`config.mk`:
```
export PLATFORM = sky130hd
export DESIGN_NAME = jesd_rx_top
export DESIGN_NICKNAME = d
export VERILOG_FILES = /design/src/jesd_rx_pkg.sv /design/src/jesd_lane_bus_if.sv /design/src/jesd_lane_xbar.sv /design/src/jesd_lmfc_timer.sv /design/src/jesd_link_fsm.sv /design/src/jesd_deframer.sv /design/src/jesd_sample_fifo.sv /design/src/jesd_rx_top.sv
export SDC_FILE = /design/constraint.sdc
export NUM_CORES = 1
export LEC_CHECK = 0
export BUFFER_PORTS_ARGS = -buffer_cell sky130_fd_sc_hd__buf_2
export CAP_MARGIN = 20
export CORE_MARGIN = 10
export CORE_UTILIZATION = 50
export DETAILED_ROUTE_END_ITERATION = 6
export MAX_ROUTING_LAYER = met4
export PLACE_DENSITY = 0.7
export SLEW_MARGIN = 20
export SYNTH_ARGS = -nofsm -noshare
export SYNTH_HDL_FRONTEND = slang
export SYNTH_SLANG_ARGS = --single-unit
```
`constraint.sdc`:
```
create_clock -name device_clk -period 18.8 [get_ports device_clk]
set_input_delay 4.7 -clock device_clk [delete_from_list [all_inputs] [get_ports device_clk]]
set_output_delay 4.7 -clock device_clk [all_outputs]
set_load 0.01 [all_outputs]
```
`src/jesd_rx_pkg.sv`:
```
`default_nettype none

package jesd_rx_pkg;

  // *************************************************************************
  // Link geometry
  // *************************************************************************

  // Lanes in the link, each one delivers four octets per device clock
  localparam int NUM_LANES = 4;

  // Converter count M
  localparam int NUM_CONV = 2;

  // Converter resolution in bits
  localparam int SAMPLE_W = 16;

  // Samples per converter per device clock, lanes times 32 bits shared over M
  localparam int SAMPLES_PER_CONV = NUM_LANES * 32 / NUM_CONV / SAMPLE_W;

  // One lane word, octet 0 sits in the low byte
  typedef logic [31:0] lane_word_t;

  // One converter sample
  typedef logic [SAMPLE_W-1:0] sample_t;

  // All samples of one cycle, slice k holds sample index k
  typedef logic [NUM_CONV*SAMPLES_PER_CONV*SAMPLE_W-1:0] sample_word_t;

  // Index of a physical lane as used by the crossbar map
  typedef logic [$clog2(NUM_LANES)-1:0] lane_sel_t;

  // *************************************************************************
  // Control characters and link states
  // *************************************************************************

  // K28.5 fills the lanes during code-group synchronisation
  localparam logic [7:0] CHAR_K28_5 = 8'hBC;

  // K28.0 marks the first octet of the initial lane alignment sequence
  localparam logic [7:0] CHAR_K28_0 = 8'h1C;

  typedef enum logic [1:0] {
    LINK_CGS,
    LINK_SYNCED,
    LINK_ILAS,
    LINK_DATA
  } link_state_t;

endpackage

`default_nettype wire

```
`src/jesd_lane_bus_if.sv`:
```
`timescale 1ns/1ps
`default_nettype none

// Lane words after remap and polarity correction, synchronous to device_clk
interface lane_bus_if import jesd_rx_pkg::*; ();

  // Corrected lane words, index is the logical lane
  lane_word_t lanes [NUM_LANES];

  // High from the first cycle after reset, the bus then carries live words
  logic valid;

  // Per lane, all four octets of the word are K28.5
  logic [NUM_LANES-1:0] cgs_char;

  // Per lane, octet 0 of the word is K28.0
  logic [NUM_LANES-1:0] ilas_start;

  // The crossbar owns every signal on the bus
  modport src (
    output lanes,
    output valid,
    output cgs_char,
    output ilas_start
  );

  // The link state machine only looks at the character flags
  modport ctrl (
    input valid,
    input cgs_char,
    input ilas_start
  );

  // The deframer only needs the payload
  modport sink (
    input lanes
  );

endinterface

`default_nettype wire

```
`src/jesd_lane_xbar.sv`:
```
`timescale 1ns/1ps
`default_nettype none

module jesd_lane_xbar import jesd_rx_pkg::*; (
  input  logic                 device_clk,
  input  logic                 rst_n,
  input  lane_word_t           lane_in [NUM_LANES],
  input  lane_sel_t            lane_map [NUM_LANES],
  input  logic [NUM_LANES-1:0] lane_invert,
  lane_bus_if.src              bus
);

  // Lane words after selection and inversion, before the register stage
  lane_word_t lane_fix [NUM_LANES];

  // *************************************************************************
  // Remap and polarity correction
  // *************************************************************************

  // Logical lane i is taken from physical lane lane_map[i]
  // lane_invert[i] belongs to the logical lane i and undoes a P/N swap on the board
  always_comb begin
    for (int i = 0; i < NUM_LANES; i++) begin
      if (lane_invert[i]) begin
        lane_fix[i] = ~lane_in[lane_map[i]];
      end else begin
        lane_fix[i] = lane_in[lane_map[i]];
      end
    end
  end

  // Payload register, the bus lags lane_in by one device clock
  always_ff @(posedge device_clk) begin
    for (int i = 0; i < NUM_LANES; i++) begin
      bus.lanes[i] <= lane_fix[i];
    end
  end

  // *************************************************************************
  // Control character detection
  // *************************************************************************

  // The flags are computed from the corrected words so they line up with the payload
  always_ff @(posedge device_clk) begin
    if (!rst_n) begin
      bus.valid      <= 1'b0;
      bus.cgs_char   <= '0;
      bus.ilas_start <= '0;
    end else begin
      bus.valid <= 1'b1;
      for (int i = 0; i < NUM_LANES; i++) begin
        // A code-group sync word is K28.5 in every octet
        bus.cgs_char[i]   <= lane_fix[i] == {4{CHAR_K28_5}};
        // ILAS starts with K28.0 in the first octet of the multiframe
        bus.ilas_start[i] <= lane_fix[i][7:0] == CHAR_K28_0;
      end
    end
  end

endmodule

`default_nettype wire

```
`src/jesd_lmfc_timer.sv`:
```
`timescale 1ns/1ps
`default_nettype none

module jesd_lmfc_timer #(
  parameter int K_WORDS = 8
) (
  input  logic       device_clk,
  input  logic       rst_n,
  input  logic       mf_restart,
  output logic       lmfc_edge,
  output logic [2:0] mf_count
);

  localparam int WORD_W = (K_WORDS > 1) ? $clog2(K_WORDS) : 1;

  // Index of the next word within its multiframe
  logic [WORD_W-1:0] word_cnt;

  // Index of the word on the bus this cycle
  logic [WORD_W-1:0] word_idx;

  // A restart makes the current word, the ILAS start word, word 0 of a multiframe
  assign word_idx = mf_restart ? '0 : word_cnt;

  // Pulse on the last word of every multiframe
  assign lmfc_edge = word_idx == WORD_W'(K_WORDS - 1);

  always_ff @(posedge device_clk) begin
    if (!rst_n) begin
      word_cnt <= '0;
      mf_count <= '0;
    end else begin
      // Wrap after the last word, otherwise step on
      if (lmfc_edge) begin
        word_cnt <= '0;
      end else begin
        word_cnt <= word_idx + 1'b1;
      end

      // Completed multiframes since the restart, held at 7
      if (mf_restart) begin
        mf_count <= lmfc_edge ? 3'd1 : 3'd0;
      end else if (lmfc_edge && (mf_count != 3'd7)) begin
        mf_count <= mf_count + 3'd1;
      end
    end
  end

endmodule

`default_nettype wire

```
`src/jesd_link_fsm.sv`:
```
`timescale 1ns/1ps
`default_nettype none

module jesd_link_fsm import jesd_rx_pkg::*; #(
  parameter int CGS_WORDS        = 4,
  parameter int ILAS_MULTIFRAMES = 4
) (
  input  logic       device_clk,
  input  logic       rst_n,
  lane_bus_if.ctrl   bus,
  input  logic       lmfc_edge,
  input  logic [2:0] mf_count,
  output logic       mf_restart,
  output logic       sync_n,
  output logic       link_up
);

  localparam int CGS_W = $clog2(CGS_WORDS + 1);

  link_state_t state;

  // Consecutive all-lanes K28.5 words seen so far in LINK_CGS
  logic [CGS_W-1:0] cgs_cnt;

  logic all_k;
  logic all_ilas;
  logic ilas_done;

  // *************************************************************************
  // Lane conditions
  // *************************************************************************

  // Every lane shows a full K28.5 word
  assign all_k = bus.valid && (&bus.cgs_char);

  // Every lane starts its ILAS in the same cycle
  assign all_ilas = bus.valid && (&bus.ilas_start);

  // Last word of the final ILAS multiframe, mf_count still holds the frames before it
  assign ilas_done = lmfc_edge && (mf_count == 3'(ILAS_MULTIFRAMES - 1));

  // The ILAS start word itself aligns the multiframe timer
  assign mf_restart = (state == LINK_SYNCED) && all_ilas;

  // sync_n stays low only while code groups are still being searched
  assign sync_n = state != LINK_CGS;

  // Words on the bus are sample data exactly while link_up is high
  assign link_up = state == LINK_DATA;

  // *************************************************************************
  // State register
  // *************************************************************************

  always_ff @(posedge device_clk) begin
    if (!rst_n) begin
      state   <= LINK_CGS;
      cgs_cnt <= '0;
    end else begin
      case (state)
        LINK_CGS: begin
          // Any word that is not all K28.5 breaks the run
          if (all_k) begin
            if (cgs_cnt == CGS_W'(CGS_WORDS - 1)) begin
              state   <= LINK_SYNCED;
              cgs_cnt <= '0;
            end else begin
              cgs_cnt <= cgs_cnt + 1'b1;
            end
          end else begin
            cgs_cnt <= '0;
          end
        end
        LINK_SYNCED: begin
          // The transmitter keeps sending K28.5 until it sees sync_n high
          if (all_ilas) begin
            state <= LINK_ILAS;
          end
        end
        LINK_ILAS: begin
          if (all_k) begin
            state <= LINK_CGS;
          end else if (ilas_done) begin
            state <= LINK_DATA;
          end
        end
        LINK_DATA: begin
          // The transmitter falls back to K28.5 when it has lost the link
          // A fresh run starts with the word after this one
          if (all_k) begin
            state <= LINK_CGS;
          end
        end
        default: begin
          state <= LINK_CGS;
        end
      endcase
    end
  end

endmodule

`default_nettype wire

```
`src/jesd_deframer.sv`:
```
`timescale 1ns/1ps
`default_nettype none

module jesd_deframer import jesd_rx_pkg::*; (
  input  logic         device_clk,
  input  logic         rst_n,
  lane_bus_if.sink     bus,
  input  logic         link_up,
  output logic         frame_valid,
  output sample_word_t frame_data
);

  localparam int NUM_SAMPLES = NUM_CONV * SAMPLES_PER_CONV;
  localparam int LANE_BITS   = $bits(lane_word_t);

  // Lanes 0 to 3 side by side, lane 0 in the low bits
  sample_word_t lane_flat;

  // 16-bit slices in link order, converters interleaved per sample
  sample_t in_slice [NUM_SAMPLES];

  // Same samples grouped by converter
  sample_word_t conv_major;

  // *************************************************************************
  // Sample reordering
  // *************************************************************************

  always_comb begin
    for (int l = 0; l < NUM_LANES; l++) begin
      lane_flat[l*LANE_BITS +: LANE_BITS] = bus.lanes[l];
    end
    for (int k = 0; k < NUM_SAMPLES; k++) begin
      in_slice[k] = lane_flat[k*SAMPLE_W +: SAMPLE_W];
    end
    // Link slice s*M + m carries converter m, sample s
    for (int m = 0; m < NUM_CONV; m++) begin
      for (int s = 0; s < SAMPLES_PER_CONV; s++) begin
        conv_major[(m*SAMPLES_PER_CONV+s)*SAMPLE_W +: SAMPLE_W] = in_slice[s*NUM_CONV+m];
      end
    end
  end

  // Payload register
  always_ff @(posedge device_clk) begin
    frame_data <= conv_major;
  end

  // Only words seen during the data phase go on to the FIFO
  always_ff @(posedge device_clk) begin
    if (!rst_n) begin
      frame_valid <= 1'b0;
    end else begin
      frame_valid <= link_up;
    end
  end

endmodule

`default_nettype wire

```
`src/jesd_sample_fifo.sv`:
```
`timescale 1ns/1ps
`default_nettype none

module jesd_sample_fifo import jesd_rx_pkg::*; #(
  parameter int FIFO_DEPTH = 8,
  parameter int CREDITS    = 4
) (
  input  logic         device_clk,
  input  logic         rst_n,
  input  logic         frame_valid,
  input  sample_word_t frame_data,
  output logic         sample_valid,
  output sample_word_t sample_data,
  input  logic         credit_return,
  output logic         overflow
);

  localparam int PTR_W    = (FIFO_DEPTH > 1) ? $clog2(FIFO_DEPTH) : 1;
  localparam int LEVEL_W  = $clog2(FIFO_DEPTH + 1);
  localparam int CREDIT_W = $clog2(CREDITS + 1);

  sample_word_t mem [FIFO_DEPTH];

  logic [PTR_W-1:0]    wr_ptr;
  logic [PTR_W-1:0]    rd_ptr;
  logic [LEVEL_W-1:0]  level;
  logic [CREDIT_W-1:0] credit_cnt;

  logic empty;
  logic full;
  logic out_load;
  logic bypass;
  logic pop;
  logic push;
  logic drop;

  // *************************************************************************
  // Flow decisions
  // *************************************************************************

  assign empty = level == '0;
  assign full  = level == LEVEL_W'(FIFO_DEPTH);

  // A word goes to the output stage whenever downstream holds a credit for it
  assign out_load = (credit_cnt != '0) && (!empty || frame_valid);

  // An incoming word skips the buffer when nothing is queued ahead of it
  assign bypass = out_load && empty;
  assign pop    = out_load && !empty;

  // A word that is not forwarded at once is queued, or lost when no slot frees up
  assign push = frame_valid && !bypass && (!full || pop);
  assign drop = frame_valid && !bypass && full && !pop;

  // *************************************************************************
  // Buffer storage and output stage
  // *************************************************************************

  always_ff @(posedge device_clk) begin
    if (push) begin
      mem[wr_ptr] <= frame_data;
    end
    if (bypass) begin
      sample_data <= frame_data;
    end else if (pop) begin
      sample_data <= mem[rd_ptr];
    end
  end

  always_ff @(posedge device_clk) begin
    if (!rst_n) begin
      wr_ptr       <= '0;
      rd_ptr       <= '0;
      level        <= '0;
      credit_cnt   <= CREDIT_W'(CREDITS);
      sample_valid <= 1'b0;
      overflow     <= 1'b0;
    end else begin
      sample_valid <= out_load;

      if (push) begin
        wr_ptr <= (wr_ptr == PTR_W'(FIFO_DEPTH - 1)) ? '0 : wr_ptr + 1'b1;
      end
      if (pop) begin
        rd_ptr <= (rd_ptr == PTR_W'(FIFO_DEPTH - 1)) ? '0 : rd_ptr + 1'b1;
      end

      // Occupancy follows pushes and pops, both may happen in one cycle
      if (push && !pop) begin
        level <= level + 1'b1;
      end else if (pop && !push) begin
        level <= level - 1'b1;
      end

      // One credit per word sent, one back per return pulse
      if (out_load && !credit_return) begin
        credit_cnt <= credit_cnt - 1'b1;
      end else if (credit_return && !out_load) begin
        credit_cnt <= credit_cnt + 1'b1;
      end

      // Sticky until reset so software can see that data was lost
      if (drop) begin
        overflow <= 1'b1;
      end
    end
  end

endmodule

`default_nettype wire

```
`src/jesd_rx_top.sv`:
```
`timescale 1ns/1ps
`default_nettype none

module jesd_rx_top import jesd_rx_pkg::*; #(
  parameter int K_WORDS          = 8,
  parameter int ILAS_MULTIFRAMES = 4,
  parameter int CGS_WORDS        = 4,
  parameter int FIFO_DEPTH       = 8,
  parameter int CREDITS          = 4
) (
  input  logic                 device_clk,
  input  logic                 rst_n,
  input  lane_word_t           lane_in [NUM_LANES],
  input  lane_sel_t            lane_map [NUM_LANES],
  input  logic [NUM_LANES-1:0] lane_invert,
  output logic                 sync_n,
  output logic                 link_up,
  output logic                 sample_valid,
  output sample_word_t         sample_data,
  input  logic                 credit_return,
  output logic                 overflow
);

  // Timer handshake between the state machine and the multiframe counter
  logic       mf_restart;
  logic       lmfc_edge;
  logic [2:0] mf_count;

  // Deframed words on their way into the FIFO
  logic         frame_valid;
  sample_word_t frame_data;

  // Corrected lane words shared by the state machine and the deframer
  lane_bus_if i_lane_bus ();

  jesd_lane_xbar i_jesd_lane_xbar (
    .device_clk  (device_clk),
    .rst_n       (rst_n),
    .lane_in     (lane_in),
    .lane_map    (lane_map),
    .lane_invert (lane_invert),
    .bus         (i_lane_bus.src)
  );

  jesd_lmfc_timer #(
    .K_WORDS (K_WORDS)
  ) i_jesd_lmfc_timer (
    .device_clk (device_clk),
    .rst_n      (rst_n),
    .mf_restart (mf_restart),
    .lmfc_edge  (lmfc_edge),
    .mf_count   (mf_count)
  );

  jesd_link_fsm #(
    .CGS_WORDS        (CGS_WORDS),
    .ILAS_MULTIFRAMES (ILAS_MULTIFRAMES)
  ) i_jesd_link_fsm (
    .device_clk (device_clk),
    .rst_n      (rst_n),
    .bus        (i_lane_bus.ctrl),
    .lmfc_edge  (lmfc_edge),
    .mf_count   (mf_count),
    .mf_restart (mf_restart),
    .sync_n     (sync_n),
    .link_up    (link_up)
  );

  jesd_deframer i_jesd_deframer (
    .device_clk  (device_clk),
    .rst_n       (rst_n),
    .bus         (i_lane_bus.sink),
    .link_up     (link_up),
    .frame_valid (frame_valid),
    .frame_data  (frame_data)
  );

  jesd_sample_fifo #(
    .FIFO_DEPTH (FIFO_DEPTH),
    .CREDITS    (CREDITS)
  ) i_jesd_sample_fifo (
    .device_clk    (device_clk),
    .rst_n         (rst_n),
    .frame_valid   (frame_valid),
    .frame_data    (frame_data),
    .sample_valid  (sample_valid),
    .sample_data   (sample_data),
    .credit_return (credit_return),
    .overflow      (overflow)
  );

endmodule

`default_nettype wire

```
==> qor.yml <==
area_growth_pct: 14.5
io_buffers: 274
die_y_um: 352
dominantRegCellSynth: "edfxtp_1"
gr-usage-all-layers_pct: 23.1
grt_max_degree: 170
nNetsFinal: 3219
p_int_mw: 6.21
fin_setup_tns_ps: 0
worst_setup_path_start_kind: "input port"
vias_per_cell: 5.97
p_clk_share_pct: 33.9
maxCapViolations: 0
cts_root_buffer: "clkbuf_16"
crit_fanout: 32
cts_max_level: 4
dp_hpwl_um: 87500
synth_cell_types: 54
grt-ovfl-total: 0
drt_first_pass_iters: 5
worstMarginPinSlew_ps: 1130
combPwrFrac_pct: 17.5
rsz0062_at_grt: "no"
cts_buffers: 146
drive_gt1_share_pct: 29.2
final_area_sq_um: 63000
async_flop_share_pct: 0
leakagePower_nw: 20.3
place.gp.congestion: 0.896
cellPowerDensity_nw_per_um2: 134
hold_class: "flop to flop"
yosysTopAreaCell: "edfxtp_1"
synth.area.top_cells: "edfxtp_1 (63%), mux4_2 (15%), dfxtp_1 (11%)"
ctsLongestPathBuffers: 3
outcome: "completed"
core_area_sq_um: 109000
finalHoldViolCount: 0
seqPwrFrac_pct: 48.6
arrival_ps: 7310
die-width_um: 352
drc: 0
drtIter0Drc: 3074
required_ps: 19470
setup_viol: 0
wl_um: 139000
synth_area_per_cell_sq_um: 20.1
antenna_found_initial: 131
final_cell_mix: "edfxtp_1 (1152), mux4_2 (378), dfxtp_1 (292), buf_2 (274), nand2_1 (149)"
ys_seq_area_share_pct: 73.6
cts_setup_buffers: 0
slew_viol_final: 0
clock.fmax_mhz: 151
worst-setup-path-type: "input port to flop"
seq_area_sq_um: 40500
dpl_cell_area_sq_um: 58000
fillCellCount: 7896
min_period_ps: 6640
cts_tree: "built"
final_common_cell: "edfxtp_1"
relSlewSlack_pct: 24.9
critPathMaxStageDelay_ps: 710
worstSkewPairLatency_ps: 750
switching_share_pct: 26.2
start_util_pct: 50.5
dieArea_sq_um: 124000
ant_nets: 0
multiInputGateArea_sq_um: 13800
p_switching_mw: 2.21
place_ws_ps: 11370
crit_chain: "buf_2 -> buf_4 -> mux4_1 -> and4bb_2 -> o221ai_1 -> or4_1 -> nor4_2"
synth_edf_count: 1152
fin_ws_ps: 12160
vias: 28100
rows: 121
postCtsHoldBufs: 0
grt_pass1_wl_um: 201000
ctsResizeCount: 0
synth_top_area_share_pct: 62.9
syn-num-nets: 2897
wl_per_cell_um: 29.5
ir_drop_v: 0.0000906
clk_pin_slew_ps: 60
crit_path_end_kind: "flop"
clock_sinks: 1447
synthCells: 2738
syn-cell-area_sq_um: 55000
crit_path_top_delay_cell: "mux4_1"
ys_ff_latch: 1447
grt_pass1_vias: 28000
boundaryPins: 275
yosys_warnings: 0
fin_crit_sh_pct: 35.3
clock_skew_ps: 22.0
==> state kept, by name, summed over array words and instances, names as in the netlist, 2 cells and up, named ones only <==
signal                           flops
i_jesd_deframer.frame_data         128
i_jesd_lane_xbar.bus.cgs_char        4
i_jesd_lane_xbar.bus.ilas_start      4
i_jesd_lane_xbar.bus.lanes         128
i_jesd_link_fsm.cgs_cnt              3
i_jesd_link_fsm.state                2
i_jesd_lmfc_timer.mf_count           3
i_jesd_lmfc_timer.word_cnt           3
i_jesd_sample_fifo.credit_cnt        3
i_jesd_sample_fifo.level             4
i_jesd_sample_fifo.mem            1024
i_jesd_sample_fifo.rd_ptr            3
i_jesd_sample_fifo.sample_data     128
i_jesd_sample_fifo.wr_ptr            3
==> cells in the mapped netlist, drive strengths merged, types with 17 or more instances <==
cell type	n
edfxtp	1152
buf	72
inv	20
nand2	149
o21ai	131
xnor2	98
clkbuf	74
mux4	384
mux2i	136
nor3	17
xor2	36
dfxtp	295
nor2	28
==> final timing paths <==
path	startpoint	endpoint	slack, ps	cells after the start
worst max-delay path	lane_map[6]	i_jesd_lane_xbar.bus.cgs_char[0]	12160	7
worst min-delay path	i_jesd_lane_xbar.bus.lanes[78]	i_jesd_deframer.frame_data[30]	320	0
worst max register to register	flop	i_jesd_sample_fifo.sample_data[50]	14950	6
worst min register to register	i_jesd_lane_xbar.bus.lanes[78]	i_jesd_deframer.frame_data[30]	320	0
==> power groups by stage <==
stage	Sequential [mW]	Clock, mW	Combinational, mW
after floorplan	4.16	0	0.953
after global placement	4.14	0	1.47
after detailed placement	4.16	0	1.50
after CTS	4.10	2.90	1.51
after global routing	4.13	3.04	1.59
final	4.09	2.86	1.47
==> routing by layer <==
metal | global-route usage [%] | vias up | share of wire (%)
li1 | - | 11900 | -
met1 | 31.0 | 14700 | 40
met2 | 33.5 | 1325 | 46
met3 | 8.29 | 198 | 12
met4 | 6.01 | 0 | 1.9
met5 | - | - | 0
==> worst max-delay path, delay by kind of cell <==
family,cells,cell delay [ps]
AND/OR/NAND/NOR,3,1040
multiplexers,1,710
AO/OA/AOI/OAI,1,220
buffers and inverters,2,590
==> metrics by stage <==
stage	cells	utilization (%)	power, mW	hold slack, ps
floorplan	2738	-	5.11	310
global placement	4325	53.2	5.61	312
detailed placement	4326	53.2	5.66	312
global route	4682	57.8	8.76	327
CTS	4597	57.6	8.51	325
finish	4703	57.8	8.42	324
==> cell type report <==
cell class / instances / share of cell area [%]
flip-flops and latches: 1447 / 64.3
diodes: 106 / 0.421
multi-input cells: 1124 / 22.0
clock buffers: 200 / 6.39
well taps: 1414 / 2.81
inverters: 21 / 0.125
clock inverters: 71 / 1.16
repair buffers: 320 / 2.82
==> cell families (layout without fill, tap and decap cells) <==
family	count (synthesis)	after routing	share of synthesized area, %
XOR/XNOR	134	134	2.13
AND/OR/NAND/NOR	286	286	2.65
other	0	106	0
buffers and inverters	167	612	1.36
AO/OA/AOI/OAI	168	168	1.65
adder cells (fa/ha/maj)	16	16	0.391
flip-flops	1447	1447	73.6
multiplexers	520	520	18.2
No activity file was read; power rests on OpenSTA's default activity.
